--- config.mk ---
export PLATFORM = sky130hd
export DESIGN_NAME = tnoc_router
export DESIGN_NICKNAME = d
export VERILOG_FILES = /design/src/tnoc_config_pkg.sv /design/src/tnoc_flit_pkg.sv /design/src/tnoc_input_port.sv /design/src/tnoc_output_port.sv /design/src/tnoc_router.sv /design/src/tnoc_switch_allocator.sv
export SDC_FILE = /design/constraint.sdc
export NUM_CORES = 1
export LEC_CHECK = 0
export ABC_AREA = 0
export BUFFER_PORTS_ARGS = -buffer_cell sky130_fd_sc_hd__buf_2
export CAP_MARGIN = 10
export CORE_ASPECT_RATIO = 1.2
export CORE_MARGIN = 1
export CORE_UTILIZATION = 40
export DETAILED_ROUTE_END_ITERATION = 8
export GPL_TIMING_DRIVEN = 0
export PLACE_DENSITY = 0.72
export SYNTH_ARGS = -nofsm -noshare
export SYNTH_HDL_FRONTEND = slang
export SYNTH_HIERARCHICAL = 1
export SYNTH_SLANG_ARGS = --single-unit
--- constraint.sdc ---
create_clock -name clk -period 4.6 [get_ports clk]
set_input_delay 0.92 -clock clk [delete_from_list [all_inputs] [get_ports clk]]
set_output_delay 0.92 -clock clk [all_outputs]
set_load 0.02 [all_outputs]
--- src/tnoc_config_pkg.sv ---
package tnoc_config_pkg;

  // ==========================================================
  // Router sizing
  // ==========================================================

  localparam int TNOC_PORTS              = 4;
  localparam int TNOC_ID_WIDTH           = 2;
  localparam int TNOC_DATA_WIDTH         = 32;
  localparam int TNOC_TAG_WIDTH          = 4;
  localparam int TNOC_BURST_WIDTH        = 4;

  // Input FIFO depth when the top level does not override it
  localparam int TNOC_DEFAULT_FIFO_DEPTH = 4;

  // ==========================================================
  // Id and port types
  // ==========================================================

  // One id per router port, so TNOC_PORTS == 2**TNOC_ID_WIDTH
  typedef logic [TNOC_ID_WIDTH-1:0] tnoc_id_t;

  // One bit per port, for requests, routes and grants
  typedef logic [TNOC_PORTS-1:0] tnoc_port_mask_t;

endpackage

--- src/tnoc_flit_pkg.sv ---
package tnoc_flit_pkg;

  import tnoc_config_pkg::*;

  // ==========================================================
  // Flit layout
  // ==========================================================

  localparam int TNOC_HEADER_PAD_WIDTH =
    TNOC_DATA_WIDTH - 2 * TNOC_ID_WIDTH - TNOC_TAG_WIDTH - TNOC_BURST_WIDTH;

  typedef enum logic {
    TNOC_FLIT_HEAD    = 1'b0,
    TNOC_FLIT_PAYLOAD = 1'b1
  } tnoc_flit_kind_e;

  // Header view, destination id sits in the low bits
  typedef struct packed {
    logic [TNOC_HEADER_PAD_WIDTH-1:0] reserved;
    logic [TNOC_BURST_WIDTH-1:0]      burst_length;
    logic [TNOC_TAG_WIDTH-1:0]        tag;
    tnoc_id_t                         source_id;
    tnoc_id_t                         destination_id;
  } tnoc_header_t;

  // Payload view, the whole word is data
  typedef struct packed {
    logic [TNOC_DATA_WIDTH-1:0] data;
  } tnoc_payload_t;

  // Same bits, decoded by flit kind
  typedef union packed {
    tnoc_header_t  header;
    tnoc_payload_t payload;
  } tnoc_flit_data_u;

  typedef struct packed {
    tnoc_flit_kind_e kind;
    logic            tail;
    tnoc_flit_data_u data;
  } tnoc_flit_t;

endpackage

--- src/tnoc_input_port.sv ---
`timescale 1ns/1ps

module tnoc_input_port
  import tnoc_config_pkg::*, tnoc_flit_pkg::*;
#(
  parameter int FIFO_DEPTH = TNOC_DEFAULT_FIFO_DEPTH
) (
  input  logic            clk,
  input  logic            arst_n_i,
  input  logic            in_valid_i,
  output logic            in_ready_o,
  input  tnoc_flit_t      in_flit_i,
  output logic            req_valid_o,
  output tnoc_port_mask_t req_route_o,
  output tnoc_flit_t      req_flit_o,
  input  logic            grant_i
);

  localparam int PTR_WIDTH = (FIFO_DEPTH > 1) ? $clog2(FIFO_DEPTH) : 1;
  localparam int CNT_WIDTH = $clog2(FIFO_DEPTH + 1);

  typedef logic [PTR_WIDTH-1:0] ptr_t;

  tnoc_flit_t           mem_q [FIFO_DEPTH];
  ptr_t                 wr_ptr_q;
  ptr_t                 rd_ptr_q;
  logic [CNT_WIDTH-1:0] count_q;
  logic                 full;
  logic                 empty;
  logic                 push;
  logic                 pop;
  tnoc_flit_t           head_flit;
  tnoc_port_mask_t      head_route;
  tnoc_port_mask_t      route_q;
  logic                 in_packet_q;

  function automatic ptr_t ptr_inc(ptr_t ptr);
    return (ptr == ptr_t'(FIFO_DEPTH - 1)) ? '0 : ptr + 1'b1;
  endfunction

  // ==========================================================
  // Circular FIFO
  // ==========================================================

  assign full       = (count_q == CNT_WIDTH'(FIFO_DEPTH));
  assign empty      = (count_q == '0);
  assign in_ready_o = !full;
  assign push       = in_valid_i && !full;
  assign pop        = grant_i && !empty;
  assign head_flit  = mem_q[rd_ptr_q];

  always_ff @(posedge clk) begin
    if (push) begin
      mem_q[wr_ptr_q] <= in_flit_i;
    end
  end

  always_ff @(posedge clk or negedge arst_n_i) begin
    if (!arst_n_i) begin
      wr_ptr_q <= '0;
      rd_ptr_q <= '0;
      count_q  <= '0;
    end else begin
      if (push) begin
        wr_ptr_q <= ptr_inc(wr_ptr_q);
      end
      if (pop) begin
        rd_ptr_q <= ptr_inc(rd_ptr_q);
      end
      case ({push, pop})
        2'b10:   count_q <= count_q + 1'b1;
        2'b01:   count_q <= count_q - 1'b1;
        default: count_q <= count_q;
      endcase
    end
  end

  // ==========================================================
  // Route lookup
  // ==========================================================

  // Output index is the destination id
  always_comb begin
    head_route = '0;
    head_route[head_flit.data.header.destination_id] = 1'b1;
  end

  // Payload flits follow the route latched from their head
  always_ff @(posedge clk or negedge arst_n_i) begin
    if (!arst_n_i) begin
      in_packet_q <= 1'b0;
      route_q     <= '0;
    end else if (pop) begin
      if (head_flit.tail) begin
        in_packet_q <= 1'b0;
      end else if (!in_packet_q) begin
        in_packet_q <= 1'b1;
        route_q     <= head_route;
      end
    end
  end

  assign req_valid_o = !empty;
  assign req_route_o = in_packet_q ? route_q : head_route;
  assign req_flit_o  = head_flit;

  // Count agrees with the pointers at both ends
  assert property (@(posedge clk) disable iff (!arst_n_i)
    (full || empty) |-> (wr_ptr_q == rd_ptr_q));

  // Allocator only grants a presented request
  assert property (@(posedge clk) disable iff (!arst_n_i)
    grant_i |-> req_valid_o);

  // A packet starts with a head flit
  assert property (@(posedge clk) disable iff (!arst_n_i)
    (pop && !in_packet_q) |-> (head_flit.kind == TNOC_FLIT_HEAD));

endmodule

--- src/tnoc_output_port.sv ---
`timescale 1ns/1ps

module tnoc_output_port
  import tnoc_flit_pkg::*;
(
  input  logic       clk,
  input  logic       arst_n_i,
  input  logic       in_valid_i,
  output logic       in_ready_o,
  input  tnoc_flit_t in_flit_i,
  output logic       out_valid_o,
  input  logic       out_ready_i,
  output tnoc_flit_t out_flit_o
);

  logic       valid_q;
  tnoc_flit_t flit_q;
  logic       load;

  // Takes a new flit when empty or when the current one leaves
  assign in_ready_o = !valid_q || out_ready_i;
  assign load       = in_valid_i && in_ready_o;

  always_ff @(posedge clk or negedge arst_n_i) begin
    if (!arst_n_i) begin
      valid_q <= 1'b0;
    end else if (load) begin
      valid_q <= 1'b1;
    end else if (out_ready_i) begin
      valid_q <= 1'b0;
    end
  end

  always_ff @(posedge clk) begin
    if (load) begin
      flit_q <= in_flit_i;
    end
  end

  assign out_valid_o = valid_q;
  assign out_flit_o  = flit_q;

  // Upstream holds a refused flit until the slice takes it
  assert property (@(posedge clk) disable iff (!arst_n_i)
    (in_valid_i && !in_ready_o) |=> (in_valid_i && $stable(in_flit_i)));

endmodule

--- src/tnoc_router.sv ---
`timescale 1ns/1ps

module tnoc_router
  import tnoc_config_pkg::*, tnoc_flit_pkg::*;
#(
  parameter int FIFO_DEPTH = TNOC_DEFAULT_FIFO_DEPTH
) (
  input  logic       clk,
  input  logic       arst_n_i,
  input  logic       flit_in_valid_i  [TNOC_PORTS],
  output logic       flit_in_ready_o  [TNOC_PORTS],
  input  tnoc_flit_t flit_in_i        [TNOC_PORTS],
  output logic       flit_out_valid_o [TNOC_PORTS],
  input  logic       flit_out_ready_i [TNOC_PORTS],
  output tnoc_flit_t flit_out_o       [TNOC_PORTS]
);

  // Input side to allocator
  logic            req_valid [TNOC_PORTS];
  tnoc_port_mask_t req_route [TNOC_PORTS];
  tnoc_flit_t      req_flit  [TNOC_PORTS];
  wire tnoc_port_mask_t grant;

  // Allocator to output side
  wire tnoc_port_mask_t xbar_valid;
  wire tnoc_port_mask_t xbar_ready;
  tnoc_flit_t      xbar_flit [TNOC_PORTS];

  // ==========================================================
  // Input ports
  // ==========================================================

  for (genvar g = 0; g < TNOC_PORTS; g++) begin : g_in
    tnoc_input_port #(
      .FIFO_DEPTH (FIFO_DEPTH)
    ) input_port_i (
      .clk         (clk),
      .arst_n_i    (arst_n_i),
      .in_valid_i  (flit_in_valid_i[g]),
      .in_ready_o  (flit_in_ready_o[g]),
      .in_flit_i   (flit_in_i[g]),
      .req_valid_o (req_valid[g]),
      .req_route_o (req_route[g]),
      .req_flit_o  (req_flit[g]),
      .grant_i     (grant[g])
    );
  end

  // ==========================================================
  // Switch allocation and crossbar
  // ==========================================================

  tnoc_switch_allocator allocator_i (
    .clk         (clk),
    .arst_n_i    (arst_n_i),
    .req_valid_i (req_valid),
    .req_route_i (req_route),
    .req_flit_i  (req_flit),
    .grant_o     (grant),
    .out_valid_o (xbar_valid),
    .out_flit_o  (xbar_flit),
    .out_ready_i (xbar_ready)
  );

  // ==========================================================
  // Output ports
  // ==========================================================

  for (genvar g = 0; g < TNOC_PORTS; g++) begin : g_out
    tnoc_output_port output_port_i (
      .clk         (clk),
      .arst_n_i    (arst_n_i),
      .in_valid_i  (xbar_valid[g]),
      .in_ready_o  (xbar_ready[g]),
      .in_flit_i   (xbar_flit[g]),
      .out_valid_o (flit_out_valid_o[g]),
      .out_ready_i (flit_out_ready_i[g]),
      .out_flit_o  (flit_out_o[g])
    );
  end

endmodule

--- src/tnoc_switch_allocator.sv ---
`timescale 1ns/1ps

module tnoc_switch_allocator
  import tnoc_config_pkg::*, tnoc_flit_pkg::*;
(
  input  logic            clk,
  input  logic            arst_n_i,
  input  logic            req_valid_i [TNOC_PORTS],
  input  tnoc_port_mask_t req_route_i [TNOC_PORTS],
  input  tnoc_flit_t      req_flit_i  [TNOC_PORTS],
  output tnoc_port_mask_t grant_o,
  output tnoc_port_mask_t out_valid_o,
  output tnoc_flit_t      out_flit_o  [TNOC_PORTS],
  input  tnoc_port_mask_t out_ready_i
);

  // Indexed [output][input]
  tnoc_port_mask_t out_req    [TNOC_PORTS];
  tnoc_port_mask_t gnt_matrix [TNOC_PORTS];
  // Indexed [input][output]
  tnoc_port_mask_t gnt_by_input [TNOC_PORTS];

  tnoc_id_t        sel     [TNOC_PORTS];
  tnoc_id_t        rr_q    [TNOC_PORTS];
  tnoc_id_t        owner_q [TNOC_PORTS];
  tnoc_port_mask_t lock_q;
  tnoc_port_mask_t out_fire;

  // First requester at or after start, wrapping around
  function automatic tnoc_id_t rr_pick(tnoc_port_mask_t req, tnoc_id_t start);
    tnoc_id_t idx;
    tnoc_id_t pick;
    pick = start;
    for (int k = TNOC_PORTS - 1; k >= 0; k--) begin
      idx = start + tnoc_id_t'(k);
      if (req[idx]) begin
        pick = idx;
      end
    end
    return pick;
  endfunction

  // ==========================================================
  // Arbitration and crossbar
  // ==========================================================

  always_comb begin
    for (int o = 0; o < TNOC_PORTS; o++) begin
      for (int i = 0; i < TNOC_PORTS; i++) begin
        out_req[o][i] = req_valid_i[i] && req_route_i[i][o];
      end
      sel[o]         = lock_q[o] ? owner_q[o] : rr_pick(out_req[o], rr_q[o]);
      out_valid_o[o] = out_req[o][sel[o]];
      out_flit_o[o]  = req_flit_i[sel[o]];
      out_fire[o]    = out_valid_o[o] && out_ready_i[o];
      gnt_matrix[o]  = '0;
      gnt_matrix[o][sel[o]] = out_fire[o];
    end
    for (int i = 0; i < TNOC_PORTS; i++) begin
      for (int o = 0; o < TNOC_PORTS; o++) begin
        gnt_by_input[i][o] = gnt_matrix[o][i];
      end
      grant_o[i] = |gnt_by_input[i];
    end
  end

  // Lock holds from first presentation until the tail is taken
  always_ff @(posedge clk or negedge arst_n_i) begin
    if (!arst_n_i) begin
      lock_q <= '0;
      for (int o = 0; o < TNOC_PORTS; o++) begin
        rr_q[o]    <= '0;
        owner_q[o] <= '0;
      end
    end else begin
      for (int o = 0; o < TNOC_PORTS; o++) begin
        if (out_fire[o] && out_flit_o[o].tail) begin
          lock_q[o] <= 1'b0;
          rr_q[o]   <= sel[o] + 1'b1;
        end else if (out_valid_o[o]) begin
          lock_q[o]  <= 1'b1;
          owner_q[o] <= sel[o];
        end
      end
    end
  end

  for (genvar g = 0; g < TNOC_PORTS; g++) begin : g_check
    // An output stays with one input until the tail passes
    assert property (@(posedge clk) disable iff (!arst_n_i)
      (out_fire[g] && !out_flit_o[g].tail) |=> (sel[g] == $past(sel[g])));

    // An input never wins two outputs at once
    assert property (@(posedge clk) disable iff (!arst_n_i)
      $onehot0(gnt_by_input[g]));
  end

endmodule
==> Word level (Yosys, flattened, before mapping) <==
Memories as Yosys holds them, arrays and structs flattened.
Index checks and enable logic that the tools add are counted.
{ "op_classes": {"addsub": 32, "n_mul": 0, "div": 0, "order_cmp": 36, "eq_ne": 20, "shift": 0, "mux": 132, "n_bitwise": 16, "reduce_logical": 84} }
{ "ops": {"columns": ["op", "n"], "rows": [
  ["34-bit binary-select mux with 2-bit select", 4],
  ["34-bit 2-to-1 mux", 8],
  ["2-bit by 3-bit less-than comparator with 1-bit output (second input constant)", 24],
  ["1-bit 2-to-1 mux", 56],
  ["2-bit 2-to-1 mux", 28],
  ["1-bit binary-select mux with 2-bit select", 20],
  ["1-bit logical AND", 40],
  ["2-bit by 1-bit adder with 2-bit output (second input constant)", 16],
  ["2-bit equality test (second input constant)", 12],
  ["3-bit case mux with 2 select lines", 4],
  ["2-bit nonzero test", 12],
  ["2-bit adder (second input constant)", 8],
  ["4-bit bitwise AND", 4],
  ["1-bit demux with 2-bit select", 8],
  ["2-bit by 1-bit greater-or-equal comparator with 1-bit output (second input constant)", 8],
  ["4-bit 2-to-1 mux", 4],
  ["2-bit AND reduction", 8],
  ["4-bit OR reduction", 4],
  ["3-bit by 1-bit adder with 3-bit output (second input constant)", 4],
  ["3-bit equality test (second input constant)", 4],
  ["3-bit greater-or-equal comparator (second input constant)", 4],
  ["1-bit logical NOT", 12],
  ["3-bit logical NOT", 4],
  ["2-bit NOT with 3-bit output", 4],
  ["other kinds (4)", 20]
]} }
{ "word_totals": {"reg_bits": 208, "latch_bits": 0, "ram_bits": 544, "mem_bits_ro": 0, "in_bits": 146, "elab_cells": 372, "n_memories": 4} }
{ "mem_list": {"columns": ["name", "words", "word_bits", "rd", "rd_clocked_by_memory_dff", "wr", "line", "rtl"], "rows": [
  ["g_in[0].input_port_i.mem_q", 4, 34, 1, 0, 1, "tnoc_input_port.sv:24", "tnoc_flit_t mem_q [FIFO_DEPTH];"],
  ["g_in[1].input_port_i.mem_q", 4, 34, 1, 0, 1, "tnoc_input_port.sv:24", null],
  ["g_in[2].input_port_i.mem_q", 4, 34, 1, 0, 1, "tnoc_input_port.sv:24", null],
  ["g_in[3].input_port_i.mem_q", 4, 34, 1, 0, 1, "tnoc_input_port.sv:24", null]
]} }

==> Longest topological paths before layout <==
Gate-level depths: netlist (run 1).
An unclocked memory read counts as a cell.
{ "logic_depth": {"depth_word": 23, "mapped_depth": 23, "ltp_nobuf": 19} }

==> Cells and area by module <==
Netlist (run 1), hierarchy kept.
{ "by_module_without_submodules": {"columns": ["module", "instances", "cells_per_inst", "area_per_inst_um2"], "rows": [
  ["tnoc_input_port", 4, 246, 5604.1],
  ["tnoc_switch_allocator", 1, 937, 5700.5],
  ["tnoc_output_port", 4, 38, 1074.8]
]} }

==> Worst setup path after synthesis (run 1) <==
OpenSTA, ideal clock, no wires.
{ "synth_timing": {"kind": "register -> register", "from": "reg g_in[2].input_port_i.rd_ptr_q[0]", "to": "reg g_in[2].input_port_i.count_q[2]", "t_arrival_ps": 4528, "path_slack_ps": -8, "path_stages_with_launch": 23, "path_cell_list": "dfrtp_1 > buf_6 > mux4_2 > nand2b_1 > o21ai_0 > and3b_1 > o21ai_0 > a221oi_1 > buf_2 > buf_4 > buf_2 > nand3_1 > o22ai_1 > a31oi_1 > o21ai_0 > o31ai_2 > inv_1 > ha_1 > inv_1 > fa_1 > xor2_1 > nor2_1 > xor2_1"} }
{ "synth_rtl": {"columns": ["element", "line", "rtl"], "rows": [
  ["from (decl)", "tnoc_input_port.sv:26", "ptr_t rd_ptr_q;"],
  ["from (signal assigned)", "tnoc_input_port.sv:68", "rd_ptr_q <= ptr_inc(rd_ptr_q);"],
  ["to (signal assigned)", "tnoc_input_port.sv:71", "2'b10: count_q <= count_q + 1'b1;"],
  ["to (signal assigned)", "tnoc_input_port.sv:72", "2'b01: count_q <= count_q - 1'b1;"],
  ["to (signal assigned)", "tnoc_input_port.sv:73", "default: count_q <= count_q;"],
  ["to (decl)", "tnoc_input_port.sv:27", "logic [CNT_WIDTH-1:0] count_q;"]
]} }

==> metrics.md, run 1 <==
| Metric | Value |
|---|---|
| Die X | roughly 260 µm |
| Leading area contributor after synthesis | edfxtp_1 |
| Row count | about 110 |
| CORE AREA | 0.08045 mm² |
| CTS clk-pin slew, worst paths | around 0.070 ns |
| Tightest Hold Check Type | in2async |
| Chip height | roughly 310 µm |
| Post-Syn Instances | about 2100 |
| H-tree levels | 3 |
| Vias in the first global route | approximately 20000 |
| Max-slew headroom | 0.3380 |
| Reg-to-Reg Start | g_in[1].input_port_i/rd_ptr_q[0] |
| Max Buffers Root-to-Sink | 3 |
| Final Max Slew Viols | 0 |
| DRC violation count after routing | 0 |
| Crit path launch type | register |
| Flop2flop setup slack | about 0.12 ns |
| Synthesis-to-layout area growth | 18.58% |
| M3 GR Usage | 0.05281 |
| Ports | 290 |
| Yosys warnings | 6 |
| Distinct cells, synth | 75 |
| DRT iter0 DRCs | ~2300 |
| CTS Buf Count | 73 |
| M1 GR Usage | 0.3162 |
| CP Capture Type | register |
| Clock Skew | 0.02174 ns |
| GRT busiest layer | met2 |
| Synth Register Bits | around 750 |
| Largest net degree at the start of global routing | 62 |
| Pre-antenna DRT Iters | 7 |
| TritonCTS Sinks | around 750 |
| Vias per inst | ~6 |
| Worst r2r dst | g_out[0].output_port_i/out_flit_o[29] |
| Die area | 0.08219 mm² |
| Critical path type | reg2reg |
| RSZ-0062 raised after global routing | yes |
| Worst Tran Pin Value | just under 1 ns |
| Reg2reg path depth | 13 |
| PnR worst setup slack | approximately 0.12 ns |
| Prevailing post-synth register cell | edfxtp_1 |
| Fin crit share | 0.9733 |
| Total number of vias | ~21000 |
| Synthesized cell area | 0.03242 mm² |
| Ratio of cells with drive above 1 in the final layout | 0.3055 |
| WHS | 0.1597 ns |
| Register area share after synthesis | 0.6855 |
| Port Buffers | 289 |
| Initial Utilization | 0.4029 |
| Final Setup Violations | 0 |
| Post-synthesis async set-or-reset flop share | 0.09574 |
| Total congestion overflow | 0 |
| Post-DP HPWL | around 73000 µm |
| First-pass GRT wire length | between 100000 and 150000 µm |
| Skew-Pair Late Insertion Delay | 0.63 ns |
| Antenna Nets Post-Route | 0 |
| Number of max-cap violations | 0 |
| Synth top area cells | edfxtp_1 63%, mux4_2 12%, dfrtp_1 5.6% |
| GPL Wtd Cong | between 0.9 and 1 |
| WL final | a little over 100000 µm |
| CP Max Fanout | 10 |
| Minimum clock period | 4.477 ns |
| EDFF count, synth | 680 |
| Place WS | -1.636 ns |
| Gr usage total | 0.2473 |
| Arr. time, crit path | roughly 4.8 ns |
| Mean area per synthesized cell | between 15 and 20 µm² |
| Wire length per cell | between 20 and 30 µm |
| Nets | around 2700 |
| Root Buffer | clkbuf_16 |
| Status | complete, no violations |
| Synth Net Count | about 2200 |
| Crit path required time | just under 5 ns |
| Post-synth top area share | 0.6299 |
| GR Util met2 | 0.3941 |
| Antenna violations before repair | 17 |
| Max Clk Rate | 0.2234 GHz |
| CTS tree | built |
| Final Hold Viols | 0 |
## state kept, by name, indices dropped and copies added (netlist names)
signal                           flops
allocator_i/lock_q                   4
allocator_i/owner_q                  8
allocator_i/rr_q                     8
g_in.input_port_i/count_q           12
g_in.input_port_i/in_packet_q        4
g_in.input_port_i/mem_q            544
g_in.input_port_i/rd_ptr_q           8
g_in.input_port_i/route_q           16
g_in.input_port_i/wr_ptr_q           8
g_out.output_port_i/out_flit_o     136
g_out.output_port_i/out_valid_o      4
## cells in the mapped netlist (6+ instances only)
| library cell | n |
|---|---|
| edfxtp_1 | 680 |
| nand2_1 | 444 |
| mux4_2 | 170 |
| and3_1 | 118 |
| a31oi_1 | 105 |
| dfrtp_1 | 72 |
| clkbuf_1 | 70 |
| inv_1 | 45 |
| o21ai_0 | 31 |
| nor2_1 | 30 |
| buf_2 | 25 |
| mux2i_1 | 25 |
| ha_1 | 24 |
| mux2_2 | 18 |
| buf_1 | 14 |
| nand2b_1 | 13 |
| a21oi_1 | 12 |
| nand3_1 | 10 |
| a21o_1 | 9 |
| and2_1 | 9 |
| xor2_1 | 9 |
| mux2_1 | 8 |
| nor2b_1 | 8 |
| nor3_1 | 8 |
| xnor2_1 | 7 |
| o31ai_1 | 6 |
## worst max path at each step
| stage | depth (start not counted) | to | slack, ns | start |
|---|---|---|---|---|
| finish | 13 | g_out[0].output_port_i/out_flit_o[29] | 0.12 | g_in[1].input_port_i/rd_ptr_q[0] |
| global placement | 19 | g_in[2].input_port_i/count_q[2] | -1.57 | g_in[1].input_port_i/rd_ptr_q[1] |
| detailed placement | 17 | g_in[2].input_port_i/count_q[1] | -1.64 | g_in[1].input_port_i/rd_ptr_q[1] |
| floorplan | 22 | g_in[2].input_port_i/count_q[2] | 0.12 | g_in[2].input_port_i/rd_ptr_q[0] |
| CTS | 21 | g_in[0].input_port_i/count_q[2] | 0.002 | g_in[0].input_port_i/rd_ptr_q[0] |
| global route | 21 | g_in[0].input_port_i/count_q[2] | -0.07 | g_in[2].input_port_i/rd_ptr_q[0] |
## layout by cell type (no fill, tap or decap), types with 28 or more instances in the layout
master,n
clkbuf_16,76
mux4_2,170
buf_4,56
a31oi_1,102
and3_1,102
edfxtp_1,680
nor2_1,28
inv_1,45
dfrtp_1,71
nand2_1,436
clkbuf_1,75
buf_2,307
## through the flow
stage | utilization | instance area (µm²) | instances | setup TNS (ns)
finish | 0.4778 | 38440 | 3592 | 0
global route | 0.4777 | 38430 | 3589 | -0.08677
CTS | 0.4729 | 38040 | 3562 | 0
detailed placement | 0.4383 | 35260 | 3409 | -49.51
global placement | 0.4372 | 35170 | 3406 | -42.02
floorplan | - | 32420 | 2073 | 0
## cell type report
cell class / count / area, µm²
clock buffer: 103 / 2083
sequential: 752 / 22220
fill: 6888 / 42010
multi-input combinational: 1158 / 9886
tap: 1044 / 1306
buffer: 112 / 591.8
clock inverter: 29 / 264.0
timing repair buffer: 341 / 1897
inverter: 45 / 168.9
antenna: 8 / 20.02
## layer usage
metal / routed length (µm) / vias up
li1: - / 8829
met4: 6335 / 10
met2: 48560 / 1183
met3: 9308 / 256
met1: 37870 / 10730
met5: 69 / -
## critical path, cell delays in order (launching register included)
cell and delay (ns):
dfrtp_1 0.40, buf_8 0.13, mux4_2 0.58, buf_4 0.18, o31ai_4 0.23, nand2_1 0.18
and4_1 0.27, o41ai_4 0.38, a31o_1 0.22, buf_4 0.22, buf_2 0.31, buf_1 0.51
nand2_1 0.11, a31oi_1 0.49
## cells by family (layout without fill, tap and decap cells)
logic type | after synthesis | count (layout) | synth area share
buffers and inverters | 163 | 630 | 0.02127
adder cells (fa/ha/maj) | 28 | 28 | 0.01173
XOR/XNOR | 16 | 16 | 0.004323
flip-flops | 752 | 752 | 0.6855
AO/OA/AOI/OAI | 215 | 215 | 0.04431
other | 0 | 8 | 0
AND/OR/NAND/NOR | 673 | 673 | 0.09572
multiplexers | 226 | 226 | 0.1371
## what timing repair did
item,4_1_cts,5_1_grt
hold buffers,0,0
setup buffers,26,23
setup endpoints to repair,152,26
pin swaps,7,12
resized for setup,72,62
Power of run 1 is not shown: default switching activity piles up to over one toggle a cycle in this logic, so the estimate is an artifact.
==> inputs of run 2 (changes only) <==
CORE_MARGIN = 4   (was 1)
REMOVE_ABC_BUFFERS = 1   (was unset)
==> run 2 against run 1 <==
Compared with the run above: critical endpoint is now g_in[2].input_port_i/count_q[2]; fmax fell by 0.38%; final area rose by 2.1%; non-clock buffer count fell by 52; register-to-register slack got worse by 0.02 ns; sequential share of layout area fell by 1.1 points; critical path depth rose by 7; critical path type unchanged.
==> metrics.md, run 2 (synthesis gave the netlist of run 1 again) <==
| Metric | Value |
|---|---|
| Total congestion overflow | 0 (unchanged) |
| Max Buffers Root-to-Sink | 3 (unchanged) |
| Crit path launch type | register |
| Fin crit share | 0.9770 (+0.003735) |
| Cell area after layout | 0.03925 mm² (+2.1%) |
| Nets | 2609 (-1.8%) |
| Status | complete, no violations |
| FF+latch area | 0.02225 mm² (+0.11%) |
| Critical path's slowest cell | mux4_2 |
| CORE AREA | 0.08045 mm² (unchanged) |
| CP Capture Type | register |
| Row count | 114 (unchanged) |
| Arr. time, crit path | 5.04 ns (+0.21 ns) |
| Gr usage total | 0.2310 (-0.01636) |
| Wire length per cell | 28.33 µm (-0.37%) |
| Die X | 267.9 µm (+2.3%) |
| WL final | 100500 µm (-1.6%) |
| Initial Utilization | 0.4029 (unchanged) |
| Total number of vias | 20940 (-0.29%) |
| TritonCTS Sinks | 752 (unchanged) |
| Worst Tran Pin Value | 0.9667 ns (-0.02629 ns) |
| Post-DP HPWL | 67220 µm (-8.2%) |
| Final Hold Viols | 0 (unchanged) |
| CTS clk-pin slew, worst paths | 0.07 ns (about the same) |
| Final Max Slew Viols | 0 (unchanged) |
| Max reg flops | 544 (unchanged) |
| Largest net degree at the start of global routing | 69 (+11%) |
| Skew-Pair Late Insertion Delay | 0.64 ns (about the same) |
| Max Clk Rate | 0.2225 GHz (-0.38%) |
| Antenna Nets Post-Route | 0 (unchanged) |
| Critical path type | reg2reg |
| H-tree levels | 3 (unchanged) |
| CTS Buf Count | 77 (+5.5%) |
| Most flop-heavy register | g_in.input_port_i/mem_q |
| Chip height | 319.8 µm (+1.9%) |
| Area after DPL | 0.03578 mm² (+1.5%) |
| Clock Skew | 0.02804 ns (+0.006305 ns) |
| Filler Cells Inserted | 6708 (-2.6%) |
| Ratio of cells with drive above 1 in the final layout | 0.3225 (+0.01702) |
| Slowest stage delay, CP | 0.61 ns (+0.03 ns) |
| DRC violation count after routing | 0 (unchanged) |
| GPL Wtd Cong | 0.8883 (-7.1%) |
| Tightest Hold Check Type | in2async |
| Vias per inst | 5.901 (+0.92%) |
| Pre-antenna DRT Iters | 6 (-1) |
| Minimum clock period | 4.494 ns (+0.01718 ns) |
| CTS tree | built |
| Worst path cell trace | mux4_2, o31ai_4, nand2_2, o221ai_4, o41ai_4, buf_4, a31oi_4, clkbuf_16, nand3_1, o22ai_2, a31oi_1, o21ai_2, o31ai_4, inv_1, ha_1, inv_1, fa_1, xor2_1, nor2_1, xor2_1 |
| First-pass GRT wire length | 144400 µm (+0.76%) |
| Final Setup Violations | 0 (unchanged) |
| Crit path required time | 5.15 ns (+0.20 ns) |
| Ports | 290 (unchanged) |
| Die area | 0.08568 mm² (+4.2%) |
| Port Buffers | 289 (unchanged) |
| DRT iter0 DRCs | 2286 (-2.1%) |
| Number of max-cap violations | 0 (unchanged) |
| CP Max Fanout | 13 (+3) |
| Root Buffer | clkbuf_16 |
| Synthesis-to-layout area growth | 21.07% |
| Vias in the first global route | 21190 (+4.6%) |
| Antenna violations before repair | 25 (+8) |
| Max-slew headroom | 0.3556 (+0.01753) |
| Area of the multi-input gates | 0.009882 mm² (about the same) |
| Most common cell after layout, fill and taps aside | edfxtp_1 |
| Most frequent cells in the layout | 680 x edfxtp_1, 441 x nand2_1, 288 x buf_2, 170 x mux4_2, 104 x a31oi_1 |
## run 2: cell types whose count changed in the layout (fill, tap and decap cells not counted), moves of 6 or more
cell,delta
dfrtp_4,+6
clkinvlp_4,+7
buf_16,+15
buf_6,-7
buf_4,+8
clkbuf_1,-64
dfrtp_1,-7
buf_1,-12
clkbuf_8,-9
buf_12,+21
buf_2,-19
## run 2: critical path: cells and delay by family (launching register included)
kind | cells | cell delay (ns)
compound gates | 8 | 1.49
simple gates | 3 | 0.42
fa+ha+maj | 2 | 0.55
flops | 1 | 0.45
buf+inv | 4 | 0.53
mux | 1 | 0.61
xor+xnor | 2 | 0.33
## run 2: metal layers
| metal | track usage | up-vias | part of all wire |
|---|---|---|---|
| met3 | 0.05747 | 316 | 0.096 |
| met4 | 0.1040 | 22 | 0.057 |
| met5 | 0 | - | 0.0016 |
| met2 | 0.3871 | 1320 | 0.49 |
| met1 | 0.2837 | 10550 | 0.36 |
| li1 | - | 8736 | - |
## run 2: metrics by stage
stage                     setup WS, ns  utilization  hold WS (ns)  instances  TNS [ns]
after floorplan                 -5.577            -        0.4588       1955   -908.98
after global placement          -13.51       0.4307        0.4785       3288  -2652.03
after detailed placement        -1.623       0.4448        0.4851       3336   -105.25
after CTS                     0.005292       0.4839       0.05764       3521         0
after global routing          -0.02232       0.4877       0.06631       3543  -0.04203
final                           0.1058       0.4879       0.09261       3549         0
## run 2: timing repair
action | CTS | global route
endpoints found under the setup margin | 199 | 42
hold buffers | 0 | 0
resized for setup | 43 | 28
buffers inserted | 41 | 20
pin swaps | 14 | 9
gates cloned | 1 | 2
## run 2: worst paths after layout
check	start	endpoint	slack (ns)	depth (start not counted)
max	g_in[2].input_port_i/rd_ptr_q[0]	g_in[2].input_port_i/count_q[2]	0.11	20
min	arst_n_i	g_in[1].input_port_i/count_q[2]	0.09	1
max reg2reg	g_in[2].input_port_i/rd_ptr_q[0]	g_in[2].input_port_i/count_q[2]	0.11	20
min reg2reg	allocator_i/owner_q[5]	allocator_i/owner_q[5]	0.50	1
max in group asynchronous	arst_n_i	g_in[0].input_port_i/rd_ptr_q[0]	3.86	2
min in group clk	flit_in_i[45]	g_in[2].input_port_i/mem_q[1][11]	0.49	1
## run 2: area by class of cell
cell class	count	area share
sequential	752	0.5668
timing repair buffer	401	0.07664
inverter	45	0.004495
multi-input combinational	1158	0.2518
tap	1044	0.03328
clock inverter	53	0.01546
clock buffer	90	0.05113
antenna	6	0.0003826
Power of run 2 is left out for the same reason.
